## config.mk

```make
export PLATFORM = sky130hd
export DESIGN_NAME = controlUnit
export DESIGN_NICKNAME = d
export VERILOG_FILES = /design/src/hw/mipsCtrlPkg.sv /design/src/hw/controlUnit.sv /design/src/hw/controlWordGen.sv /design/src/hw/instrDecoder.sv /design/src/hw/stepSequencer.sv
export VERILOG_INCLUDE_DIRS = /design/src /design/src/include
export SDC_FILE = /design/constraint.sdc
export NUM_CORES = 1
export LEC_CHECK = 0
export ABC_AREA = 1
export BUFFER_PORTS_ARGS = -buffer_cell sky130_fd_sc_hd__buf_4
export CORE_ASPECT_RATIO = 1.4
export CORE_MARGIN = 3
export CORE_UTILIZATION = 52
export CTS_BUF_LIST = sky130_fd_sc_hd__clkbuf_4 sky130_fd_sc_hd__clkbuf_8
export CTS_CLUSTER_DIAMETER = 120
export DETAILED_ROUTE_END_ITERATION = 10
export PLACE_DENSITY = 0.79
export SETUP_SLACK_MARGIN = 0.15
export SYNTH_ARGS = -nofsm -noshare
export SYNTH_HDL_FRONTEND = slang
export SYNTH_SLANG_ARGS = --single-unit
export TNS_END_PERCENT = 100
```

## constraint.sdc

```tcl
create_clock -name clk -period 2.1 [get_ports clk]
set_input_delay 0.21 -clock clk [delete_from_list [all_inputs] [get_ports clk]]
set_output_delay 0.21 -clock clk [all_outputs]
set_load 0.01 [all_outputs]
```

## src/include/mipsCtrl_config.svh

```systemverilog
`ifndef MIPS_CTRL_CONFIG_SVH
`define MIPS_CTRL_CONFIG_SVH

// Instruction field widths
`define OPCODE_W 6
`define FUNCT_W  6

`define STEP_W 3

// Opcodes
`define OP_RTYPE 6'h00
`define OP_J     6'h02
`define OP_JAL   6'h03

// R-type funct codes
`define FN_SLL   6'h00
`define FN_SRL   6'h02
`define FN_SRA   6'h03
`define FN_SLLV  6'h04
`define FN_SRAV  6'h07
`define FN_JR    6'h08
`define FN_BREAK 6'h0D
`define FN_MFHI  6'h10
`define FN_MFLO  6'h12
`define FN_RTE   6'h13
`define FN_ADD   6'h20
`define FN_SUB   6'h22
`define FN_AND   6'h24
`define FN_SLT   6'h2A

// Execute lengths per class, in cycles
`define EXEC_ALU_REG   3'd5
`define EXEC_SHIFT_VAR 3'd6
`define EXEC_SHIFT_IMM 3'd5
`define EXEC_JR        3'd5
`define EXEC_BREAK     3'd5
`define EXEC_MOVE_HILO 3'd2
`define EXEC_NONE      3'd0

`define FETCH_DECODE_STEP 3'd2 // Last fetch step

`endif

```

## src/hw/mipsCtrlPkg.sv

```systemverilog
package mipsCtrlPkg;

  // ALU encoding, full set kept even where unused
  typedef enum logic [3:0] {
    passA    = 4'd0,
    add      = 4'd1,
    sub      = 4'd2,
    andOp    = 4'd3,
    passB    = 4'd4,
    shiftL1  = 4'd5,
    shiftL2  = 4'd6,
    shiftR   = 4'd7,
    shiftRa1 = 4'd8,
    shiftRa2 = 4'd9,
    slt      = 4'd10,
    beq      = 4'd11,
    bne      = 4'd12,
    ble      = 4'd13,
    bgt      = 4'd14,
    lui      = 4'd15
  } aluOp_e;

  typedef enum logic [3:0] {
    aluReg, shiftVar, shiftImm, jr, rte, moveHiLo, brk, jump, jumpLink, unsupported
  } instrClass_e;

  typedef enum logic [1:0] {
    pcAluResult  = 2'b00,
    pcAluOut     = 2'b01,
    pcJumpTarget = 2'b10,
    pcEpc        = 2'b11
  } pcSrc_e;

  typedef enum logic {pc = 1'b0, regA = 1'b1} aluSrcA_e;
  typedef enum logic {regB = 1'b0, four = 1'b1} aluSrcB_e;

  typedef enum logic [1:0] {rt = 2'b00, rd = 2'b01, ra = 2'b11} regDst_e;

  typedef enum logic [2:0] {
    aluOut = 3'd0,
    pcLink = 3'd2,
    hi     = 3'd3,
    lo     = 3'd4
  } regData_e;

  typedef enum logic [1:0] {reset, fetch, execute} phase_e;

  typedef struct packed {
    instrClass_e instrClass;
    aluOp_e      aluOp;
    logic        selHi;     // mfhi when set, mflo otherwise
    logic [2:0]  execSteps;
  } decodedInstr_t;

  typedef struct packed {
    phase_e        phase;
    logic [2:0]    step;
    decodedInstr_t instr;
  } seqState_t;

  typedef struct packed {
    logic     pcWrite;
    logic     irWrite;
    logic     aWrite;
    logic     bWrite;
    logic     aluOutWrite;
    logic     regWrite;
    pcSrc_e   pcSrc;
    aluSrcA_e aluSrcA;
    aluSrcB_e aluSrcB;
    aluOp_e   aluOp;
    regDst_e  regDst;
    regData_e regData;
  } ctrlWord_t;

endpackage

```

## src/hw/controlUnit.sv

```systemverilog
`timescale 1ns/10ps
`include "mipsCtrl_config.svh"

module controlUnit (
  input  logic                   clk,
  input  logic                   reset_in,
  input  logic [`OPCODE_W-1:0]   opcode,
  input  logic [`FUNCT_W-1:0]    funct,
  output mipsCtrlPkg::ctrlWord_t ctrl,
  output logic                   datapathReset
);

  mipsCtrlPkg::decodedInstr_t decoded;
  mipsCtrlPkg::seqState_t     seq;

  instrDecoder decoder_inst (
    .opcode  (opcode),
    .funct   (funct),
    .decoded (decoded)
  );

  stepSequencer sequencer_inst (
    .clk      (clk),
    .reset_in (reset_in),
    .decoded  (decoded),
    .seq      (seq)
  );

  controlWordGen wordGen_inst (
    .seq           (seq),
    .ctrl          (ctrl),
    .datapathReset (datapathReset)
  );

endmodule

```

## src/hw/controlWordGen.sv

```systemverilog
`timescale 1ns/10ps

module controlWordGen (
  input  mipsCtrlPkg::seqState_t seq,
  output mipsCtrlPkg::ctrlWord_t ctrl,
  output logic                   datapathReset
);

  mipsCtrlPkg::instrClass_e cls;
  logic                     opWindow; // Execute steps 1 and 2
  logic                     varWindow; // Execute steps 1 to 3

  assign cls       = seq.instr.instrClass;
  assign opWindow  = (seq.step == 3'd1) || (seq.step == 3'd2);
  assign varWindow = opWindow || (seq.step == 3'd3);

  assign datapathReset = (seq.phase == mipsCtrlPkg::reset);

  always_comb begin
    ctrl = '0;

    case (seq.phase)
      mipsCtrlPkg::fetch: begin
        case (seq.step)
          3'd0: begin // PC+4 into ALUOut, instruction into IR
            ctrl.irWrite     = 1'b1;
            ctrl.aluSrcA     = mipsCtrlPkg::pc;
            ctrl.aluSrcB     = mipsCtrlPkg::four;
            ctrl.aluOp       = mipsCtrlPkg::add;
            ctrl.aluOutWrite = 1'b1;
          end
          3'd2: begin
            ctrl.pcWrite = 1'b1;
            ctrl.pcSrc   = mipsCtrlPkg::pcAluOut;
            case (cls)
              mipsCtrlPkg::jump: ctrl.pcSrc = mipsCtrlPkg::pcJumpTarget;
              mipsCtrlPkg::jumpLink: begin
                ctrl.pcSrc    = mipsCtrlPkg::pcJumpTarget;
                ctrl.regWrite = 1'b1;
                ctrl.regDst   = mipsCtrlPkg::ra;
                ctrl.regData  = mipsCtrlPkg::pcLink; // Return address
              end
              mipsCtrlPkg::rte: ctrl.pcSrc = mipsCtrlPkg::pcEpc;
              mipsCtrlPkg::moveHiLo: begin
                ctrl.regWrite = 1'b1;
                ctrl.regDst   = mipsCtrlPkg::rd;
                ctrl.regData  = seq.instr.selHi ? mipsCtrlPkg::hi : mipsCtrlPkg::lo;
              end
              default: ;
            endcase
          end
          default: ; // Memory read settles
        endcase
      end

      mipsCtrlPkg::execute: begin
        case (cls)
          mipsCtrlPkg::aluReg: begin
            ctrl.aWrite = (seq.step == 3'd0);
            ctrl.bWrite = (seq.step == 3'd0);
            if (opWindow) begin
              ctrl.aluSrcA = mipsCtrlPkg::regA;
              ctrl.aluSrcB = mipsCtrlPkg::regB;
              ctrl.aluOp   = seq.instr.aluOp;
            end
            if (seq.step == 3'd2) begin
              ctrl.regWrite = 1'b1;
              ctrl.regDst   = mipsCtrlPkg::rd;
              ctrl.regData  = mipsCtrlPkg::aluOut;
            end
          end
          mipsCtrlPkg::shiftVar: begin
            ctrl.aWrite = (seq.step == 3'd0);
            ctrl.bWrite = (seq.step == 3'd0);
            if (varWindow) begin // Shifter needs the extra cycle
              ctrl.aluSrcA = mipsCtrlPkg::regA;
              ctrl.aluSrcB = mipsCtrlPkg::regB;
              ctrl.aluOp   = seq.instr.aluOp;
            end
            if (seq.step == 3'd3) begin
              ctrl.regWrite = 1'b1;
              ctrl.regDst   = mipsCtrlPkg::rd;
              ctrl.regData  = mipsCtrlPkg::aluOut;
            end
          end
          mipsCtrlPkg::shiftImm: begin
            ctrl.bWrite = (seq.step == 3'd0);
            if (opWindow) begin
              ctrl.aluSrcB = mipsCtrlPkg::regB;
              ctrl.aluOp   = seq.instr.aluOp;
            end
            if (seq.step == 3'd2) begin
              ctrl.regWrite = 1'b1;
              ctrl.regDst   = mipsCtrlPkg::rd;
              ctrl.regData  = mipsCtrlPkg::aluOut;
            end
          end
          mipsCtrlPkg::jr: begin
            ctrl.aWrite = (seq.step == 3'd0);
            if (opWindow) begin
              ctrl.aluSrcA = mipsCtrlPkg::regA;
              ctrl.aluOp   = seq.instr.aluOp;
            end
            if (seq.step == 3'd2) begin
              ctrl.pcWrite = 1'b1;
              ctrl.pcSrc   = mipsCtrlPkg::pcAluResult;
            end
          end
          mipsCtrlPkg::brk: begin
            if (seq.step == 3'd0) begin // PC back to the break itself
              ctrl.aluSrcA     = mipsCtrlPkg::pc;
              ctrl.aluSrcB     = mipsCtrlPkg::four;
              ctrl.aluOp       = seq.instr.aluOp;
              ctrl.aluOutWrite = 1'b1;
            end
            if (seq.step == 3'd2) begin
              ctrl.pcWrite = 1'b1;
              ctrl.pcSrc   = mipsCtrlPkg::pcAluOut;
            end
          end
          default: ; // moveHiLo waits out its register write
        endcase
      end

      default: ;
    endcase
  end

endmodule

```

## src/hw/instrDecoder.sv

```systemverilog
`timescale 1ns/10ps
`include "mipsCtrl_config.svh"

module instrDecoder (
  input  logic [`OPCODE_W-1:0]       opcode,
  input  logic [`FUNCT_W-1:0]        funct,
  output mipsCtrlPkg::decodedInstr_t decoded
);

  always_comb begin
    decoded.instrClass = mipsCtrlPkg::unsupported;
    decoded.aluOp      = mipsCtrlPkg::passA;
    decoded.selHi      = 1'b0;
    decoded.execSteps  = `EXEC_NONE;

    case (opcode)
      `OP_J:   decoded.instrClass = mipsCtrlPkg::jump;
      `OP_JAL: decoded.instrClass = mipsCtrlPkg::jumpLink;
      `OP_RTYPE: begin
        case (funct)
          `FN_ADD, `FN_SUB, `FN_AND, `FN_SLT: begin
            decoded.instrClass = mipsCtrlPkg::aluReg;
            decoded.execSteps  = `EXEC_ALU_REG;
            case (funct)
              `FN_ADD: decoded.aluOp = mipsCtrlPkg::add;
              `FN_SUB: decoded.aluOp = mipsCtrlPkg::sub;
              `FN_AND: decoded.aluOp = mipsCtrlPkg::andOp;
              default: decoded.aluOp = mipsCtrlPkg::slt;
            endcase
          end
          `FN_SLLV, `FN_SRAV: begin
            decoded.instrClass = mipsCtrlPkg::shiftVar;
            decoded.execSteps  = `EXEC_SHIFT_VAR;
            decoded.aluOp      = (funct == `FN_SLLV) ? mipsCtrlPkg::shiftL2
                                                     : mipsCtrlPkg::shiftRa2;
          end
          `FN_SLL, `FN_SRL, `FN_SRA: begin
            decoded.instrClass = mipsCtrlPkg::shiftImm;
            decoded.execSteps  = `EXEC_SHIFT_IMM;
            case (funct)
              `FN_SLL: decoded.aluOp = mipsCtrlPkg::shiftL1;
              `FN_SRL: decoded.aluOp = mipsCtrlPkg::shiftR;
              default: decoded.aluOp = mipsCtrlPkg::shiftRa1;
            endcase
          end
          `FN_JR: begin
            decoded.instrClass = mipsCtrlPkg::jr;
            decoded.execSteps  = `EXEC_JR; // Target passes straight through ALU
          end
          `FN_BREAK: begin
            decoded.instrClass = mipsCtrlPkg::brk;
            decoded.aluOp      = mipsCtrlPkg::sub; // Undo PC+4
            decoded.execSteps  = `EXEC_BREAK;
          end
          `FN_MFHI, `FN_MFLO: begin
            decoded.instrClass = mipsCtrlPkg::moveHiLo;
            decoded.selHi      = (funct == `FN_MFHI);
            decoded.execSteps  = `EXEC_MOVE_HILO;
          end
          `FN_RTE: decoded.instrClass = mipsCtrlPkg::rte;
          default: decoded.instrClass = mipsCtrlPkg::unsupported;
        endcase
      end
      default: decoded.instrClass = mipsCtrlPkg::unsupported; // I-type and the rest
    endcase
  end

endmodule

```

## src/hw/stepSequencer.sv

```systemverilog
`timescale 1ns/10ps
`include "mipsCtrl_config.svh"

module stepSequencer (
  input  logic                       clk,
  input  logic                       reset_in,
  input  mipsCtrlPkg::decodedInstr_t decoded,
  output mipsCtrlPkg::seqState_t     seq
);

  mipsCtrlPkg::phase_e        phase;
  logic [`STEP_W-1:0]         step;
  mipsCtrlPkg::decodedInstr_t heldInstr;
  logic                       decodeStep;
  logic                       lastExecStep;

  assign decodeStep   = (phase == mipsCtrlPkg::fetch) && (step == `FETCH_DECODE_STEP);
  assign lastExecStep = (step == heldInstr.execSteps - 1'b1);

  always_ff @(posedge clk) begin
    if (reset_in) begin
      phase <= mipsCtrlPkg::reset;
      step  <= '0;
    end else begin
      case (phase)
        mipsCtrlPkg::reset: begin
          phase <= mipsCtrlPkg::fetch;
          step  <= '0;
        end
        mipsCtrlPkg::fetch: begin
          if (decodeStep) begin
            step <= '0;
            // Zero-length execute goes straight back to fetch
            if (decoded.execSteps != `EXEC_NONE) begin
              phase <= mipsCtrlPkg::execute;
            end
          end else begin
            step <= step + 1'b1;
          end
        end
        mipsCtrlPkg::execute: begin
          if (lastExecStep) begin
            phase <= mipsCtrlPkg::fetch;
            step  <= '0;
          end else begin
            step <= step + 1'b1;
          end
        end
        default: begin
          phase <= mipsCtrlPkg::reset;
          step  <= '0;
        end
      endcase
    end
  end

  // Instruction captured at decode
  always_ff @(posedge clk) begin
    if (decodeStep) begin
      heldInstr <= decoded;
    end
  end

  always_comb begin
    seq.phase = phase;
    seq.step  = step;
    // Live decode until execute, then the captured copy
    if (phase == mipsCtrlPkg::execute) begin
      seq.instr = heldInstr;
    end else begin
      seq.instr = decoded;
    end
  end

endmodule

```

==> out/metrics.cfg <==
[status]
status=complete, but fails checks
failed_checks=negative setup slack

[worst_setup_path]
worst_ep_arrival_ns=1.95
path_cells=buf_6 -> nor2_4 -> buf_4 -> nand3_2 -> nand3_1 -> nand2_2 -> nand2_2 -> inv_2 -> nand3_4 -> nand2_8 -> nor2_4 -> nand2_2 -> nor2_2 -> nor2_2 -> nand2_2 -> inv_2 -> nor2_2 -> buf_4
setup.worst_path.start_class=primary input
critical_path.max_fanout=6
critPathSlowestCell=sky130_fd_sc_hd__buf_4
critical_path.most_common_cell=sky130_fd_sc_hd__nand2_2
critical-path-max-stage-delay_ns=0.16
critPathCaptureType=output pin
cp.required_ns=1.89
timing.setup.critical_path_class=primary input to output pin

[clock_network]
cts-root-to-sink-buffers=2
clkTransAtPathRegs_ns=0.07
root_buffer_selected_by_cts=sky130_fd_sc_hd__clkbuf_8
cts-htree-levels=1
clock_sink_count=17
numCtsBuffers=3
tritoncts=yes
insertion_delay_ns=0.26

[detailed_routing]
routed_via_density=5.43
drt_wl_total_um=5210
route.detailed.wl_per_inst_um=14.9
dr_total_vias=1896
drt_first_pass_iters=5
detailedRoute.firstIterationViolations=46
ant_nets=0
drcViolationCount=0

[timing]
pin_slew_with_the_least_headroom_to_its_limit_ns=0.364
setup_violations=11
finalHoldWorstSlack_ns=0.149
timing.final.hold_violations=0
setup_clock_skew_after_layout_ns=0.00489
grt_setup_unrepaired=true
clock.fmax_mhz=463
timing.max_slew.rel_slack=0.755
setup_slack_ns=-0.0603
final_period_minus_worst_setup_slack_ns=2.16
period_share=1.03
timing_max_transition_violations_final=0

[pwr]
p_switching_mw=0.814
pwr-share-seq=0.228
switch_share=0.444
power.density_cell_area_nw_per_um2=688
cell_internal_pwr_mw=1.02
vdd_ir_drop_max_uv=958
static-leakage-power_nw=1.19
power.share.clock=0.135
power_frac_comb=0.637
totalPowerFinal_mw=1.83

[global_route]
grt.overflow.total=0
first_global_vias=1651
grt_pass1_wl_um=6840
antenna_found_initial=0
gr-usage-all-layers=0.231
maximum_number_of_pins_on_one_net_before_global_route_repair=14

[floorplan]
die-area_um2=4080
initial_core_util=0.551
top_level_pins=34
dieHeight_um=74.4
row_count=24
core_area_um2=3150
fp.dieW_um=54.8

[synth]
post_synth.cell_area_avg_um2=7.27
synth_async_sr_flop_share=0
synth_seq_area_share=0.265
synth.most_common_cell=sky130_fd_sc_hd__nand2_1
post-synth-top-area-fraction=0.207
yosys-top-cells-count=sky130_fd_sc_hd__nand2_1 (45), sky130_fd_sc_hd__inv_1 (38), sky130_fd_sc_hd__nor2_1 (27)
dominantRegCellSynth=sky130_fd_sc_hd__edfxtp_1
netlist_instances=239
synthesis.nets=263
mappedNetlistArea_um2=1740
synth_area_leader_cell=sky130_fd_sc_hd__edfxtp_1
synth.area.top_cells=sky130_fd_sc_hd__edfxtp_1 (21%), sky130_fd_sc_hd__nand2_1 (9.7%), sky130_fd_sc_hd__inv_1 (8.2%)
ys_types=38
post_synth_edffs=12
yosys_register_bits=17
synth-warning-count=0

[cells_and_area]
growth_of_design_area_from_synthesis_to_finish_pct=53.3
drive_above_1_share=0.542
fill_cells=183
layout.nets=335
antenna-diode-count=0
final_non_filler_cells=349
finish.utilization=0.844

[placed_design]
place_inst=328
globalplace.congestion=0.843
buffer_ports.inserted=33
detailed_place_hpwl_um=3390
dpl_worst_slack_ns=-0.0917

[run]
cap_viol_max_count=0

[min_path]
hold_class=primary input to flop

[placed cells by master, fill, tap and decap left out, types with 5 or more instances in the layout]
master,Yosys,final
sky130_fd_sc_hd__inv_1,38,29
sky130_fd_sc_hd__nand3_2,5,5
sky130_fd_sc_hd__nand2_1,45,35
sky130_fd_sc_hd__buf_4,3,60
sky130_fd_sc_hd__nor2_2,9,15
sky130_fd_sc_hd__nor2_4,6,14
sky130_fd_sc_hd__nand3_1,20,14
sky130_fd_sc_hd__edfxtp_1,12,12
sky130_fd_sc_hd__nand2_2,4,13
sky130_fd_sc_hd__nand3_4,2,8
sky130_fd_sc_hd__inv_2,4,11
sky130_fd_sc_hd__ha_1,10,8
sky130_fd_sc_hd__nor2_1,27,13
sky130_fd_sc_hd__buf_6,0,9
sky130_fd_sc_hd__o21ai_1,1,5
[logic make-up (layout without fill, tap and decap cells)]
group / count (synthesis) / after routing / share of synthesized area
AOI/OAI and AO/OA: 26 / 26 / 0.110
DFF: 17 / 17 / 0.265
adders and majority gates: 10 / 10 / 0.0720
buffers and inverters: 46 / 117 / 0.106
and+or+nand+nor: 138 / 138 / 0.437
xor gates and xnor gates: 2 / 2 / 0.0101
[final cells by class]
cell class	instances	area (um^2)	area share
clock inverters	1	5.00	0.00188
well taps	39	48.8	0.0183
clock buffers	3	41.3	0.0155
inverters	43	184	0.0691
repair buffers	70	572	0.215
multi-input cells	176	1340	0.505
flip-flops and latches	17	468	0.176
[power groups by stage]
stage,Sequential [mW],Clock (mW),Combinational [mW]
2_1_floorplan,0.418,0,0.585
3_3_place_gp,0.424,0,0.840
3_5_place_dp,0.424,0,0.849
4_1_cts,0.417,0.245,0.951
5_1_grt,0.420,0.268,1.26
6_report,0.417,0.248,1.17
[per-stage QoR]
stage,TNS [ns],instance area (um^2)
2_1_floorplan,0,1770
3_5_place_dp,-0.541,2190
4_1_cts,-0.163,2330
3_3_place_gp,-0.388,2190
5_1_grt,-2.19,2660
6_report,-0.394,2660
[worst max-delay path, delay by kind of cell]
kind | cells | cell delay [ns]
buffers and inverters | 5 | 0.49
and+or+nand+nor | 13 | 1.24
[metal layers]
layer,vias to the layer above,global-route usage,part of all wire
li1,928,-,-
met1,880,0.223,0.35
met2,68,0.446,0.58
met3,20,0.0261,0.037
met4,0,0.125,0.037
met5,-,0,0
[state kept, by name, summed over array words and instances, names as in the netlist]
| register | cells |
|---|---|
| sequencer_inst.heldInstr | 12 |
| sequencer_inst.phase | 2 |
| sequencer_inst.step | 3 |
[worst paths after layout]
path / endpoint / cells after the start / startpoint / slack (ns)
max: ctrl[6] / 18 / funct[4] / -0.06
min: sequencer_inst.phase[1] / 2 / reset_in / 0.15
max reg2reg: sequencer_inst.phase[1] / 9 / sequencer_inst.heldInstr[0] / 0.24
min reg2reg: sequencer_inst.step[0] / 1 / sequencer_inst.step[0] / 0.46
[what timing repair did]
| item | in CTS | in global routing |
|---|---|---|
| gates resized for setup | 19 | 68 |
| setup endpoints to repair | 18 | 20 |
| gates cloned | 0 | 0 |
| hold buffers | 0 | 0 |
| pin swaps | 6 | 17 |
| buffers inserted | 5 | 12 |
| hold endpoints to repair | 0 | 0 |
Power figures use the tool's default switching activity.
